[src/design/mem_stage_pkg.sv]
package mem_stage_pkg;

  localparam int XLEN       = 64;
  localparam int NUM_LANES  = 8;
  localparam int LANE_IDX_W = 3; // byte offset inside a doubleword

  typedef enum logic [3:0] {
    OP_NONE = 4'd0,
    OP_LB   = 4'd1,
    OP_LBU  = 4'd2,
    OP_LH   = 4'd3,
    OP_LHU  = 4'd4,
    OP_LW   = 4'd5,
    OP_LWU  = 4'd6,
    OP_LD   = 4'd7,
    OP_SB   = 4'd8,
    OP_SH   = 4'd9,
    OP_SW   = 4'd10,
    OP_SD   = 4'd11
  } mem_op_e;

  // one doubleword seen at every access size
  typedef union packed {
    logic [XLEN-1:0]                dw;
    logic [1:0][XLEN/2-1:0]         w;
    logic [3:0][XLEN/4-1:0]         h;
    logic [NUM_LANES-1:0][7:0]      b;
  } mem_word_u;

  typedef struct packed {
    mem_op_e         op;
    logic [XLEN-1:0] alu_result;   // address for loads and stores
    logic [XLEN-1:0] rs2_value;
    logic [XLEN-1:0] pc_target;
    logic [4:0]      rd_regno;
    logic            update_rd;
    logic            branch_taken;
  } stage_in_t;

  typedef struct packed {
    mem_op_e         op;
    logic [XLEN-1:0] alu_result;
    logic [XLEN-1:0] rs2_value;
    logic [XLEN-1:0] pc_target;
    logic [4:0]      rd_regno;
    logic            update_rd;
    logic            branch_taken;
    logic [XLEN-1:0] mdata;        // load result
  } stage_out_t;

  // address is sized per instance and travels beside this
  typedef struct packed {
    logic                 we;
    logic [NUM_LANES-1:0] be;
    mem_word_u            wdata;
  } mem_req_t;

endpackage
[src/design/mem_stage.sv]
module mem_stage #(
  parameter int MEM_ADDR_W = 32
) (
  input  logic                                clk,
  input  logic                                arst_n,
  input  logic                                in_enable,
  input  logic                                in_flush,
  input  mem_stage_pkg::stage_in_t            stage_in,
  input  logic                                mem_resp_valid,
  input  logic [mem_stage_pkg::XLEN-1:0]      mem_rdata,
  output logic                                out_ready,
  output logic                                mem_req_valid,
  output logic [MEM_ADDR_W-1:0]               mem_addr,
  output mem_stage_pkg::mem_req_t             mem_req,
  output mem_stage_pkg::stage_out_t           stage_out,
  output logic                                out_valid
);

  import mem_stage_pkg::*;

  logic                 cap_en;
  logic                 req_we;
  logic [NUM_LANES-1:0] req_be;
  mem_word_u            req_wdata;
  mem_word_u            rdata_word;

  assign rdata_word.dw = mem_rdata;

  // request payload from control and store lanes
  assign mem_req.we    = req_we;
  assign mem_req.be    = req_be;
  assign mem_req.wdata = req_wdata;

  mem_stage_ctrl #(
    .MEM_ADDR_W (MEM_ADDR_W)
  ) u_ctrl (
    .clk            (clk),
    .arst_n         (arst_n),
    .in_enable      (in_enable),
    .in_flush       (in_flush),
    .stage_in       (stage_in),
    .mem_resp_valid (mem_resp_valid),
    .mem_req_valid  (mem_req_valid),
    .mem_addr       (mem_addr),
    .mem_we         (req_we),
    .out_ready      (out_ready),
    .cap_en         (cap_en)
  );

  store_align u_store_align (
    .stage_in (stage_in),
    .be       (req_be),
    .wdata    (req_wdata)
  );

  load_writeback u_load_wb (
    .clk       (clk),
    .arst_n    (arst_n),
    .in_flush  (in_flush),
    .cap_en    (cap_en),
    .stage_in  (stage_in),
    .mem_rdata (rdata_word),
    .stage_out (stage_out),
    .out_valid (out_valid)
  );

endmodule

[src/design/load_writeback.sv]
module load_writeback (
  input  logic                      clk,
  input  logic                      arst_n,
  input  logic                      in_flush,
  input  logic                      cap_en,
  input  mem_stage_pkg::stage_in_t  stage_in,
  input  mem_stage_pkg::mem_word_u  mem_rdata,
  output mem_stage_pkg::stage_out_t stage_out,
  output logic                      out_valid
);

  import mem_stage_pkg::*;

  logic [LANE_IDX_W-1:0] ofs;
  logic [7:0]            byte_lane;
  logic [15:0]           half_lane;
  logic [31:0]           word_lane;
  logic [XLEN-1:0]       mdata;
  stage_out_t            cap_value;

  assign ofs = stage_in.alu_result[LANE_IDX_W-1:0];

  // lane pick, low offset bits ignored per size
  assign byte_lane = mem_rdata.b[ofs];
  assign half_lane = mem_rdata.h[ofs[2:1]];
  assign word_lane = mem_rdata.w[ofs[2]];

  always_comb begin
    case (stage_in.op)
      OP_LB: begin
        mdata = {{(XLEN-8){byte_lane[7]}}, byte_lane};
      end
      OP_LBU: begin
        mdata = {{(XLEN-8){1'b0}}, byte_lane};
      end
      OP_LH: begin
        mdata = {{(XLEN-16){half_lane[15]}}, half_lane};
      end
      OP_LHU: begin
        mdata = {{(XLEN-16){1'b0}}, half_lane};
      end
      OP_LW: begin
        mdata = {{(XLEN-32){word_lane[31]}}, word_lane};
      end
      OP_LWU: begin
        mdata = {{(XLEN-32){1'b0}}, word_lane};
      end
      OP_LD: begin
        mdata = mem_rdata.dw;
      end
      default: begin
        mdata = '0; // stores and non-memory ops
      end
    endcase
  end

  always_comb begin
    cap_value.op           = stage_in.op;
    cap_value.alu_result   = stage_in.alu_result;
    cap_value.rs2_value    = stage_in.rs2_value;
    cap_value.pc_target    = stage_in.pc_target;
    cap_value.rd_regno     = stage_in.rd_regno;
    cap_value.update_rd    = stage_in.update_rd;
    cap_value.branch_taken = stage_in.branch_taken;
    cap_value.mdata        = mdata;
  end

  always_ff @(posedge clk or negedge arst_n) begin
    if (!arst_n) begin
      stage_out <= '0;
      out_valid <= 1'b0;
    end else if (in_flush) begin
      stage_out <= '0;
      out_valid <= 1'b0;
    end else begin
      out_valid <= cap_en; // one cycle per capture
      if (cap_en) begin
        stage_out <= cap_value;
      end
    end
  end

endmodule

[src/design/store_align.sv]
module store_align (
  input  mem_stage_pkg::stage_in_t                 stage_in,
  output logic [mem_stage_pkg::NUM_LANES-1:0]      be,
  output mem_stage_pkg::mem_word_u                 wdata
);

  import mem_stage_pkg::*;

  logic [LANE_IDX_W-1:0] ofs;

  assign ofs = stage_in.alu_result[LANE_IDX_W-1:0];

  // misaligned offsets drop the bits below the access size
  always_comb begin
    be    = '0;
    wdata = '0;
    case (stage_in.op)
      OP_SB: begin
        wdata.b[ofs] = stage_in.rs2_value[7:0];
        be[ofs]      = 1'b1;
      end
      OP_SH: begin
        wdata.h[ofs[2:1]] = stage_in.rs2_value[15:0];
        be                = 8'b0000_0011 << {ofs[2:1], 1'b0};
      end
      OP_SW: begin
        wdata.w[ofs[2]] = stage_in.rs2_value[31:0];
        be              = 8'b0000_1111 << {ofs[2], 2'b00};
      end
      OP_SD: begin
        wdata.dw = stage_in.rs2_value;
        be       = '1; // full doubleword
      end
      default: begin
        be    = '0;
        wdata = '0;
      end
    endcase
  end

endmodule

[src/design/mem_stage_ctrl.sv]
module mem_stage_ctrl #(
  parameter int MEM_ADDR_W = 32
) (
  input  logic                     clk,
  input  logic                     arst_n,
  input  logic                     in_enable,
  input  logic                     in_flush,
  input  mem_stage_pkg::stage_in_t stage_in,
  input  logic                     mem_resp_valid,
  output logic                     mem_req_valid,
  output logic [MEM_ADDR_W-1:0]    mem_addr,
  output logic                     mem_we,
  output logic                     out_ready,
  output logic                     cap_en
);

  import mem_stage_pkg::*;

  localparam logic ST_IDLE = 1'b0;
  localparam logic ST_WAIT = 1'b1; // access outstanding

  logic state_q;
  logic state_d;
  logic op_load;
  logic op_store;
  logic mem_access;
  logic resp_done;

  // classify the operation
  always_comb begin
    op_load  = 1'b0;
    op_store = 1'b0;
    case (stage_in.op)
      OP_LB, OP_LBU, OP_LH, OP_LHU, OP_LW, OP_LWU, OP_LD: begin
        op_load = 1'b1;
      end
      OP_SB, OP_SH, OP_SW, OP_SD: begin
        op_store = 1'b1;
      end
      default: begin
        op_load  = 1'b0;
        op_store = 1'b0;
      end
    endcase
  end

  assign mem_access = in_enable & (op_load | op_store);
  assign resp_done  = (state_q == ST_WAIT) & mem_resp_valid; // stray responses dropped in idle

  // one pulse per access, only from idle
  assign mem_req_valid = (state_q == ST_IDLE) & mem_access & ~in_flush;

  assign mem_addr = {stage_in.alu_result[MEM_ADDR_W-1:LANE_IDX_W], {LANE_IDX_W{1'b0}}};
  assign mem_we   = op_store;

  // memory ops stall until the response, all else passes
  assign out_ready = in_flush | ~mem_access | resp_done;
  assign cap_en    = in_enable & out_ready & ~in_flush;

  always_comb begin
    state_d = state_q;
    if (in_flush) begin
      state_d = ST_IDLE; // abandon any outstanding access
    end else begin
      case (state_q)
        ST_IDLE: begin
          if (mem_req_valid) begin
            state_d = ST_WAIT;
          end
        end
        ST_WAIT: begin
          if (mem_resp_valid) begin
            state_d = ST_IDLE;
          end
        end
        default: begin
          state_d = ST_IDLE;
        end
      endcase
    end
  end

  always_ff @(posedge clk or negedge arst_n) begin
    if (!arst_n) begin
      state_q <= ST_IDLE;
    end else begin
      state_q <= state_d;
    end
  end

endmodule

[config.mk]
export PLATFORM = sky130hd
export DESIGN_NAME = mem_stage
export DESIGN_NICKNAME = d
export VERILOG_FILES = /design/src/design/mem_stage_pkg.sv /design/src/design/mem_stage.sv /design/src/design/load_writeback.sv /design/src/design/store_align.sv /design/src/design/mem_stage_ctrl.sv
export SDC_FILE = /design/constraint.sdc
export NUM_CORES = 1
export LEC_CHECK = 0
export ABC_AREA = 1
export BUFFER_PORTS_ARGS = -buffer_cell sky130_fd_sc_hd__buf_2
export CORE_AREA = 2 2 252 254
export CTS_CLUSTER_DIAMETER = 150
export DETAILED_ROUTE_END_ITERATION = 7
export DIE_AREA = 0 0 254 256
export HOLD_SLACK_MARGIN = 0.15
export PLACE_DENSITY = 0.53
export SLEW_MARGIN = 40
export SYNTH_ARGS = -nofsm -noshare
export SYNTH_HDL_FRONTEND = slang
export SYNTH_SLANG_ARGS = --single-unit
[constraint.sdc]
create_clock -name clk -period 2.15 [get_ports clk]
set_clock_uncertainty 0.15 [all_clocks]
set_input_delay 0.215 -clock clk [delete_from_list [all_inputs] [get_ports clk]]
set_output_delay 0.215 -clock clk [all_outputs]
set_load 0.01 [all_outputs]
# After elaboration in Yosys (flattened, before gate mapping)
# Cells that the tools add are included.
[totals]
register_bits = 269
input_bits = 272
output_inout_bits = 375
elab_cells = 76
[classes]
n_lt_le_gt_ge = 6
eq_ne = 11
n_shift = 2
mux = 26
bitwise_logic = 15
reduce_logical = 6
[op_table]
columns = ["operator", "count"]
rows = [
  ["two-way mux 267 bit", 2],
  ["case mux 64 bit (7 select lines)", 1],
  ["case mux 64 bit (4 select lines)", 1],
  ["AND 64 bit", 3],
  ["two-way mux 32 bit", 3],
  ["binary-select mux 16 bit (select 2 bit)", 1],
  ["demux 16 bit (select 2 bit)", 1],
  ["demux 32 bit (select 1 bit)", 1],
  ["two-way mux 16 bit", 2],
  ["case mux 8 bit (4 select lines)", 1],
  ["binary-select mux 8 bit (select 3 bit)", 1],
  ["demux 8 bit (select 3 bit)", 1],
  ["equality test 4 x 3 -> 1 bit (second input constant)", 4],
  ["equality test 4 bit (second input constant)", 4],
  ["two-way mux 8 bit", 2],
  ["equality test 4 x 2 -> 1 bit (second input constant)", 2],
  ["left shift 2 x 3 -> 8 bit (first input constant)", 1],
  ["left shift 4 x 3 -> 8 bit (first input constant)", 1],
  ["two-way mux 1 bit", 7],
  ["OR reduction 7 bit", 1],
  ["AND 1 bit", 6],
  ["equality test 4 x 1 -> 1 bit (second input constant)", 1],
  ["< comparator 3 x 4 -> 1 bit (second input constant)", 1],
  ["OR reduction 4 bit", 1],
  ["other kinds (11)", 17],
]

# Logic depth before layout (Yosys ltp)
# Gate-level depths: netlist (run 1).
[depth]
word_depth = 12
mapped_depth = 14
ltp_nobuf = 11

# Hierarchy
# From an unflattened synthesis (run 1), not the netlist that was laid out.
[unflattened]
cells_unflattened = 2030
hier_area_um2 = 15353.5
[by_module_without_submodules]
columns = ["mod", "n_inst", "cells_per_inst", "area_each_um2", "seq_area_each_um2"]
rows = [
  ["load_writeback", 1, 1254, 11852.6, 6706.4],
  ["store_align", 1, 722, 3135.5, 0.0],
  ["mem_stage_ctrl", 1, 53, 357.8, 25.0],
  ["mem_stage", 1, 1, 7.5, 0.0],
]

# Worst setup path after synthesis (run 1)
# No wires, ideal clock.
[synth_path]
kind = "in2out"
start = "input stage_in[136] (netlist name)"
end = "output mem_req[16] (netlist name)"
arrival_time_ns = 1.389
t_required_ns = 1.785
path_slack_ns = 0.396
stages = 7
path_buffers = 1
path_cell_list = "clkbuf_2 inv_1 nor2_2 inv_1 nor2_2 a31oi_2 o22ai_1"
[synth_rtl]
columns = ["item", "line", "text"]
rows = [
  ["from (decl)", "mem_stage.sv:8", "input mem_stage_pkg::stage_in_t stage_in,"],
  ["to (decl)", "mem_stage.sv:14", "output mem_stage_pkg::mem_req_t mem_req,"],
]

==> results.md, run 1 <==
- Post-Synth Simple-Gate Area: 36.3%
- Layout area overhead: 64.1%
- Final Power: 0.0152 W
- R2R setup slack: 0.11 ns
- Row count: 92
- Period utilization: 98.1%
- Final count of negative-setup-slack endpoints: 0
- Comb power frac: 19.3%
- Fmax: 474 MHz
- Adder-Cell Fraction of Synth Area: 0%
- FF-to-FF End: u_ctrl.state_q$_DFF_PN0_
- Layout cells sized above 1: 27.6%
- Remaining global-route overflow: 0
- Initial antenna violation count: 4
- Vias: 17144
- Cell-internal power: 0.0109 W
- CP arrival: 1.74 ns
- Peak supply drop: 0.000402 V
- Syn avg cell area: 6.90 um^2
- Leading cell type in the layout, fill and taps excluded: nand2_1
- Port bufs: 643
- Mapped cell area: 14300 um^2
- Drt drc: 0
- Worst Path Buf+Inv: 5
- R2R Path Start: u_ctrl.state_q$_DFF_PN0_
- CP Class: input pin to primary output
- Final Max Slew Viols: 0
- Htree depth: 2
- Crit path launch type: input pin
- Top delay family on crit path: buffers and inverters
- Iter 0 DRT Violations: 1436
- Clock power share: 44.6%
- Routed WL: 70.5 mm
- Max transition margin: 65.1%
- Synth top area cells: dfrtp_1 47%, nand2_1 32%, o21ai_0 3.9%
- Compound-Gate Fraction of Synth Area: 8.46%
- Post-synthesis mux area share: 0%
- Num CTS Buffers: 36
- Status: complete, no violations
- CTS tree: yes
- XOR/XNOR Fraction of Synth Area: 0%
- Vias per cell: 4.42
- Yosys cell types: 32
- Register area share after synthesis: 47.2%
- Slew @ Worst Pin: 0.524 ns
- Hold EP: u_load_wb.stage_out[201]$_DFFE_PN0P_
- Clock Sinks: 269
- Largest family of logic cells by synthesized area: simple AND/OR/NAND/NOR gates
- Post-synth top area share: 47.2%
- Die span in x: 254 um
- YS warnings: 0
- Clock root buffer: clkbuf_16
- Die Area: 65000 um^2
- Final hold violation count: 0
- Vias in the first global route: 16550
- RSZ-0062 raised after global routing: yes
- Clock-pin slew on the worst setup and hold paths: 0.06 ns
- GP Congestion: 0.931
- Synth area leader: dfrtp_1
- NumNets Final: 3276
- Clk buf depth: 3
- Max incr delay on CP: 0.25 ns
- Critical path required time: 1.78 ns
- Hpwl dp: 51.7 mm
- CP endpoint kind: primary output
- Switching power share of the total: 28.6%
- Reg2Reg Depth: 4
- Net Sw Power: 0.00436 W
- Final ANT Viol Nets: 0
- Leakage: 13.6 nW
- Number of max-cap violations: 0
- Hold crit path type: input pin to flop
- Largest net degree at the start of global routing: 81
- Hold path startpoint: stage_in[137]
- GRT Util Overall: 20.7%
- Post-Syn Instances: 2066
- Minimum clock period: 2.11 ns
- IO Count: 647
- Routed len/inst: 18.2 um
- Worst-path fanout max: 4
- Most frequent cells in the layout: 1197 x nand2_1, 642 x buf_2, 300 x dlygate4sd3_1
- Fin Setup TNS: 0 ns
- Initial Util: 22.9%
- Worst skew pair latency: 0.53 ns
- Global-route wire length before repair: 103 mm
- Worst Hold Depth: 4
- Core area: 62400 um^2
- Pwr dens: 651 nW/um^2
- Die Span Y: 256 um
- First-pass DRT Iterations: 5
- FF+latch count, synth: 269
- Critical-path top delay cell: inv_1
- Sequential power share: 36.1%
- Worst hold margin: 0.215 ns
- Cell-by-cell trace of the critical path: buf_2 > buf_4 > nand2_1 > buf_4 > inv_1 > nand2_1 > a21boi_0 > o22ai_1 > buf_2
==> cell type report <==
class	count	area, um^2
Sequential cell	269	6730
Fill cell	6673	39000
Timing Repair Buffer	1045	7470
Antenna cell	2	5.00
Multi-Input combinational cell	1562	6460
Tap cell	846	1060
Clock buffer	48	1080
Clock inverter	18	273
Inverter	90	338
==> worst max path at each step <==
stage	startpoint	endpoint	slack, ns	depth (start not counted)
finish	stage_in[199]	mem_req[44]	0.04	9
global route	u_ctrl.state_q$_DFF_PN0_	u_load_wb.stage_out[63]$_DFFE_PN0P_	-0.02	8
CTS	mem_rdata[39]	u_load_wb.stage_out[63]$_DFFE_PN0P_	0.01	12
detailed placement	stage_in[201]	mem_req[53]	-0.13	8
global placement	stage_in[201]	mem_req[53]	-0.13	8
floorplan	stage_in[136]	mem_req[16]	0.40	7
==> power by group through the flow <==
stage	sequential (W)	clock (W)	combinational, W
2_1_floorplan	0.00572	0	0.000954
3_3_place_gp	0.00557	0	0.00248
3_5_place_dp	0.00558	0	0.00248
4_1_cts	0.00549	0.00701	0.00292
5_1_grt	0.00553	0.00721	0.00320
6_report	0.00550	0.00680	0.00294
==> registers in the layout, indices dropped and copies added (netlist names) <==
signal / count
u_ctrl.state_q: 1
u_load_wb.stage_out: 267
u_load_wb.out_valid: 1
==> tightest hold or removal path: cells and delay by family <==
| kind | cells | cell delay, ns |
|---|---|---|
| buf+inv | 2 | 0.42 |
| simple gates | 2 | 0.20 |
==> Yosys cell counts (all sizes together) <==
library cell  count
inv              89
o221ai           11
clkinv            1
nor2             78
a21oi            51
clkbuf           31
a22oi            15
conb              1
o22ai            11
dfrtp           269
nand3            64
buf             116
nand2          1200
a31oi             3
nand4             3
o21ai           118
and2              1
nor3              1
a21boi            3
==> cell families after synthesis <==
group / after synthesis
AND/OR/NAND/NOR: 1347
other: 1
AO/OA/AOI/OAI: 212
buffers and inverters: 237
flip-flops: 269
==> metal layers <==
metal	up-vias	GRT usage [%]	wire (um)
met5	-	0	27
met4	4	8.55	2860
met3	139	4.06	5270
met2	703	33.1	32100
met1	8038	27.1	30200
li1	8260	-	-
==> what timing repair did <==
action                                 CTS  global route
setup endpoints to repair                7            24
gates resized for setup                  2             8
hold buffers                           300             0
endpoints found under the hold margin  538             0
gates cloned                             0             2
pin swaps                                0             3
setup buffers                            0             8
==> metrics by stage <==
stage / util, % / worst slack (ns) / area, um^2 / cells
2_1_floorplan: - / 0.396 / 14300 / 2068
3_3_place_gp: 30.3 / -0.129 / 18900 / 3502
3_5_place_dp: 30.3 / -0.133 / 18900 / 3502
4_1_cts: 37.3 / 0.00989 / 23300 / 3868
5_1_grt: 37.5 / -0.0211 / 23400 / 3880
6_report: 37.5 / 0.0415 / 23400 / 3880
(Power assumes the default switching activity.)
==> inputs of run 2 (changes only) <==
- CTS_BUF_LIST: default -> sky130_fd_sc_hd__clkbuf_8
==> results.md, run 2 (synthesis results as in run 1) <==
- Status: complete, no violations
- Fin Setup TNS: 0 ns (unchanged)
- Top sig layer: met5
- CP arrival: 2.47 ns (+0.73 ns)
- Worst-path fanout max: 7 (+3)
- RSZ-0062 raised after global routing: yes
- Hold crit path type: input pin to flop
- CTS tree: yes
- Drt drc: 0 (unchanged)
- Max FFs per register: 267 (unchanged)
- Leading cell type in the layout, fill and taps excluded: nand2_1
- Max transition margin: 65.8% (+0.76 points)
- Largest net degree at the start of global routing: 81 (unchanged)
- Clock-pin slew on the worst setup and hold paths: 0.06 ns (about the same)
- Htree depth: 2 (unchanged)
- Clock root buffer: clkbuf_8
- CP endpoint: u_load_wb.stage_out[34]$_DFFE_PN0P_
- Final hold violation count: 0 (unchanged)
- Num CTS Buffers: 52 (+44%)
- Row count: 92 (unchanged)
- R2R Path Start: u_ctrl.state_q$_DFF_PN0_
- Biggest regs: u_load_wb.stage_out x267, u_ctrl.state_q x1, u_load_wb.out_valid x1
- Minimum clock period: 2.14 ns (+0.0308 ns)
- Peak supply drop: 0.000357 V (-11%)
- Largest Register: u_load_wb.stage_out
- Met2 Routed Length: 32.6 mm (+1.6%)
- Layout cells sized above 1: 26.9% (-0.75 points)
- Core area: 62400 um^2 (unchanged)
- Clk buf depth: 3 (unchanged)
- Slew @ Worst Pin: 0.513 ns (-0.0115 ns)
- GRT Util Overall: 21.3% (+0.64 points)
- Period utilization: 99.5% (+1.4 points)
- Initial antenna violation count: 3 (-1)
- NumNets Final: 3386 (+3.4%)
- CP endpoint kind: flop
- GP Congestion: 0.931 (unchanged)
- Global-route wire length before repair: 106 mm (+3.3%)
- Clock Sinks: 269 (unchanged)
- Most frequent cells in the layout: 1195 x nand2_1, 642 x buf_2, 393 x dlygate4sd3_1
- Worst skew pair latency: 0.62 ns (+0.09 ns)
- Initial Util: 22.9% (unchanged)
- Crit path from: mem_rdata[23]
- Fmax: 467 MHz (-1.4%)
- Final ANT Viol Nets: 0 (unchanged)
- IO Count: 647 (unchanged)
- Final count of negative-setup-slack endpoints: 0 (unchanged)
- Vias per cell: 4.46 (+0.92%)
- Met3 Wirelength: 5.78 mm (+9.7%)
- R2R setup slack: 0.09 ns (-0.02 ns)
- FF-to-FF End: u_load_wb.stage_out[260]$_DFFE_PN0P_
- Final Power: 0.0138 W (-9.1%)
- CP Class: input pin to flop
- Crit path launch type: input pin
- Routed len/inst: 18.3 um (+0.88%)
- Pwr dens: 576 nW/um^2 (-12%)
- Vias: 17806 (+3.9%)
- Final Max Slew Viols: 0 (unchanged)
- Critical path required time: 2.48 ns (+0.70 ns)
- Iter 0 DRT Violations: 1495 (+4.1%)
- Port bufs: 643 (unchanged)
- Vias in the first global route: 17400 (+5.1%)
- Routed WL: 73.2 mm (+3.8%)
- Reg2Reg Depth: 8 (+4)
- Leakage: 13.9 nW (+2.3%)
- Layout area overhead: 68.6%
- Remaining global-route overflow: 0 (unchanged)
- Hpwl dp: 51.7 mm (unchanged)
- Number of max-cap violations: 0 (unchanged)
- First-pass DRT Iterations: 5 (unchanged)
- Routed length on met1: 30.9 mm (+2.2%)
- Die Span Y: 256 um (unchanged)
- Hold path startpoint: stage_in[7]
- Die Area: 65000 um^2 (unchanged)
- Die span in x: 254 um (unchanged)
## run 2: area by class of cell
type / count / area, um^2
Antenna cell: 1 / 2.50
Tap cell: 846 / 1060
Sequential cell: 269 / 6730
Clock buffer: 63 / 867
Multi-Input combinational cell: 1562 / 6450
Clock inverter: 23 / 154
Fill cell: 6596 / 38300
Timing Repair Buffer: 1139 / 8450
Inverter: 90 / 338
## run 2: critical path, cell delays in order
cell	delay, ns
dlygate4sd3_1	0.57
buf_2	0.18
inv_1	0.06
nand2_1	0.05
nand3_1	0.11
nand2_2	0.08
o21ai_4	0.18
buf_4	0.16
clkbuf_16	0.15
nand3_1	0.06
nand2_1	0.06
dlygate4sd3_1	0.55
nand2_1	0.05
## run 2: power by group
part	switching (W)	leakage, nW	internal [W]	total [W]
Sequential	0.000154	3.62	0.00535	0.00550
Clock	0.00239	0.585	0.00286	0.00526
Combinational	0.00173	9.72	0.00136	0.00309
Total	0.00428	13.9	0.00957	0.0138
## run 2: worst min path at each step
stage / endpoint / slack, ns / cells past startpoint
after floorplan: u_ctrl.state_q$_DFF_PN0_ / -0.23 / 0
after CTS: u_load_wb.stage_out[107]$_DFFE_PN0P_ / 0.15 / 4
after detailed placement: u_load_wb.stage_out[104]$_DFFE_PN0P_ / 0.04 / 1
final: u_load_wb.stage_out[71]$_DFFE_PN0P_ / 0.21 / 4
after global routing: u_load_wb.stage_out[106]$_DFFE_PN0P_ / 0.17 / 4
after global placement: u_load_wb.stage_out[104]$_DFFE_PN0P_ / 0.04 / 1
## run 2: timing repair
action,CTS,global route
hold buffers,394,0
buffers inserted,0,6
endpoints found under the hold margin,538,0
setup endpoints to repair,7,42
pin swaps,0,2
cloned,0,4
gates resized for setup,2,9
## run 2: metal layers
metal | up-vias | GRT usage [%]
met2 | 814 | 33.5
met3 | 200 | 4.67
met1 | 8316 | 27.4
met4 | 4 | 10.7
met5 | - | 0
li1 | 8472 | -
## run 2: per-stage QoR
stage / util [%] / area [um^2] / setup WS (ns) / std cells / hold WS, ns
2_1_floorplan: - / 14300 / 0.396 / 2068 / -0.231
3_3_place_gp: 30.3 / 18900 / -0.129 / 3502 / 0.0420
3_5_place_dp: 30.3 / 18900 / -0.133 / 3502 / 0.0373
4_1_cts: 38.3 / 23900 / 0.0215 / 3982 / 0.150
5_1_grt: 38.6 / 24100 / -0.0365 / 3993 / 0.172
6_report: 38.6 / 24100 / 0.0107 / 3993 / 0.210
==> inputs of run 3 (changes only) <==
- ABC_AREA: 1 -> 0
- CORE_AREA: 2 2 252 254 -> 2 2 249 251
- DIE_AREA: 0 0 254 256 -> 0 0 251 253
- PLACE_DENSITY: 0.53 -> 0.5
==> results.md, run 3 <==
- Status: complete, no violations
- Global-route wire length before repair: 94.3 mm (-11%)
- Die Span Y: 253 um (-1.2%)
- Core area: 61000 um^2 (-2.2%)
- FF+latch count, synth: 269 (unchanged)
- Drt drc: 0 (unchanged)
- Slew @ Worst Pin: 0.727 ns (+0.214 ns)
- Clock power share: 41.2% (+3.2 points)
- Routed WL: 65.5 mm (-10%)
- Vias: 14166 (-20%)
- Synth area leader: dfrtp_1
- Initial Util: 20.4% (-2.5 points)
- Die Area: 63500 um^2 (-2.3%)
- CP arrival: 1.76 ns (-0.71 ns)
- Period utilization: 99.0% (-0.50 points)
- Num CTS Buffers: 52 (unchanged)
- Critical path required time: 1.78 ns (-0.70 ns)
- Post-Syn Instances: 1027 (-50%)
- Die span in x: 251 um (-1.2%)
- # fillers: 6011 (-8.9%)
- Iter 0 DRT Violations: 1133 (-24%)
- Largest net degree at the start of global routing: 64 (-21%)
- Layout area overhead: 79.4%
- Clock root buffer: clkbuf_8
- Routed len/inst: 22.4 um (+22%)
- Post-synth top area share: 54.2% (+7.0 points)
- Leakage: 11.7 nW (-16%)
- Remaining global-route overflow: 0 (unchanged)
- Port bufs: 643 (unchanged)
- Layout Cells excl Fill: 2921 (-27%)
- IO Count: 647 (unchanged)
- Max FFs per register: 267 (unchanged)
- Hold crit path type: input pin to flop
- Fmax: 470 MHz (+0.50%)
- Main synth FF type: dfrtp_1
- Sequential power share: 39.2% (-0.5 points)
- CP Class: input pin to primary output
- Net Sw Power: 0.00387 W (-9.6%)
- Row count: 91 (-1.1%)
- Clock-pin slew on the worst setup and hold paths: 0.06 ns (about the same)
- Clk buf depth: 3 (unchanged)
- Peak supply drop: 0.000371 V (+3.9%)
- Most common cell in the netlist: dfrtp_1
- CP endpoint kind: primary output
- Final hold violation count: 0 (unchanged)
- Initial antenna violation count: 3 (unchanged)
- Final count of negative-setup-slack endpoints: 0 (unchanged)
- Max transition margin: 51.4% (-14 points)
- GRT Util Overall: 19.6% (-1.7 points)
- Worst hold margin: 0.217 ns (+0.00699 ns)
- Top delay family on crit path: buffers and inverters
- Final Max Slew Viols: 0 (unchanged)
- Layout cells sized above 1: 43.1% (+16 points)
- Final Util: 36.5% (-2.0 points)
- Worst skew pair latency: 0.64 ns (+0.02 ns)
- NumNets Final: 2360 (-30%)
- Ys async rst share: 100% (unchanged)
- Post-synth EDFFs: 0 (unchanged)
- GP Congestion: 0.913 (-1.9%)
- Yosys cell types: 55 (+72%)
- Mapped cell area: 12400 um^2 (-13%)
- Leading cell type in the layout, fill and taps excluded: buf_2
- Pwr dens: 617 nW/um^2 (+7.2%)
- First-pass DRT Iterations: 7 (+2)
- Hpwl dp: 47.5 mm (-8.2%)
- Switching power share of the total: 28.1% (-2.8 points)
- Worst Path Buf+Inv: 6 (unchanged)
- Number of max-cap violations: 0 (unchanged)
- Synth top area cells: dfrtp_1 54%, a22o_1 17%, a221o_1 4.6%
- Commonest cells post-synth: 269 x dfrtp_1, 236 x a22o_1, 57 x a221o_1, 55 x clkbuf_1, 40 x mux2i_1
- Minimum clock period: 2.13 ns (-0.0107 ns)
- Htree depth: 2 (unchanged)
- Cell-by-cell trace of the critical path: buf_4 > buf_12 > nor2_2 > nand3_2 > nor2_2 > buf_4 > buf_4 > a222oi_1 > inv_1 > buf_2
- Crit path top cell by count: buf_4
- Placed Cells: 2463 (-30%)
- YS warnings: 0 (unchanged)
- Biggest regs: u_load_wb.stage_out x267, u_ctrl.state_q x1, u_load_wb.out_valid x1
- Final ANT Viol Nets: 0 (unchanged)
- CTS tree: yes
- Comb power frac: 19.6% (-2.7 points)
- Register area share after synthesis: 54.2% (+7.0 points)
- Cell-internal power: 0.00988 W (+3.3%)
- Critical-path top delay cell: nor2_2
- Worst-path fanout max: 6 (-1)
- Largest Register: u_load_wb.stage_out
- Vias in the first global route: 14958 (-14%)
- Crit path launch type: input pin
- RSZ-0062 raised after global routing: yes
- Most frequent cells in the layout: 636 x buf_2, 357 x dlygate4sd3_1, 269 x dfrtp_1
- Max incr delay on CP: 0.22 ns (-0.35 ns)
- Clock Sinks: 269 (unchanged)
- Vias per cell: 4.85 (+8.8%)
- Syn avg cell area: 12.1 um^2 (+75%)
-- run 3: logic make-up after synthesis --
kind of cell / share of synthesized area, %
buffers and inverters: 6.24
xor gates and xnor gates: 0.0705
DFF: 54.2
other: 0.0302
and+or+nand+nor: 4.67
muxes: 5.31
AOI/OAI and AO/OA: 29.5
-- run 3: layout make-up --
type	instances	area, um^2	area share, %
clock buffers	67	922	4.14
clock inverters	26	230	1.03
flip-flops and latches	269	6730	30.2
well taps	790	988	4.44
multi-input cells	600	5070	22.7
diodes	4	10.0	0.0449
inverters	21	78.8	0.354
repair buffers	1144	8250	37.0
-- run 3: final timing paths --
kind                            cells past startpoint  slack [ns]                              endpoint                                 start
min in group asynchronous                           4        0.65  u_load_wb.stage_out[146]$_DFFE_PN0P_                                arst_n
max in group asynchronous                           4        0.82  u_load_wb.stage_out[203]$_DFFE_PN0P_                                arst_n
worst max register to register                      7        0.21   u_load_wb.stage_out[33]$_DFFE_PN0P_              u_ctrl.state_q$_DFF_PN0_
worst max-delay path                               10        0.02                           mem_req[26]                         stage_in[199]
worst min register to register                      1        0.34  u_load_wb.stage_out[121]$_DFFE_PN0P_  u_load_wb.stage_out[121]$_DFFE_PN0P_
worst min-delay path                                3        0.22  u_load_wb.stage_out[207]$_DFFE_PN0P_                         stage_in[143]
-- run 3: worst reg2reg max path: stages (launching register included) --
cell and delay (ns):
dfrtp_1 0.40, nand2_2 0.10, buf_4 0.15, a31oi_4 0.18, nand2_2 0.20, a31oi_2 0.28, buf_12 0.23, a221o_1 0.18
-- run 3: power by group through the flow --
stage	sequential, W	combinational, W	clock, W
final	0.00539	0.00269	0.00566
after global routing	0.00541	0.00286	0.00610
after CTS	0.00539	0.00266	0.00586
after detailed placement	0.00546	0.00212	0
after global placement	0.00547	0.00210	0
after floorplan	0.00555	0.000774	0
-- run 3: per-stage QoR --
step / TNS, ns / instance area (um^2) / power [W] / worst slack [ns]
floorplan: 0 / 12400 / 0.00633 / 0.00884
global placement: -7.07 / 17400 / 0.00757 / -0.139
detailed placement: -10.72 / 17400 / 0.00758 / -0.162
CTS: 0 / 22200 / 0.0139 / 0.0127
global route: -0.0295 / 22300 / 0.0144 / -0.0128
finish: 0 / 22300 / 0.0137 / 0.0214
-- run 3: timing repair --
item,4_1_cts,5_1_grt
hold buffers,358,0
cloned,1,0
gates resized for setup,22,15
buffers inserted,1,1
pin swaps,2,4
setup endpoints to repair,43,33
hold endpoints to repair,537,0
-- run 3: per-layer routing --
metal / wire length, um / vias to the layer above / track usage, %
met4: 3130 / 0 / 9.49
met5: 0 / - / 0
met3: 4500 / 167 / 3.94
met2: 31300 / 813 / 32.5
li1: - / 6175 / -
met1: 26600 / 7011 / 24.3
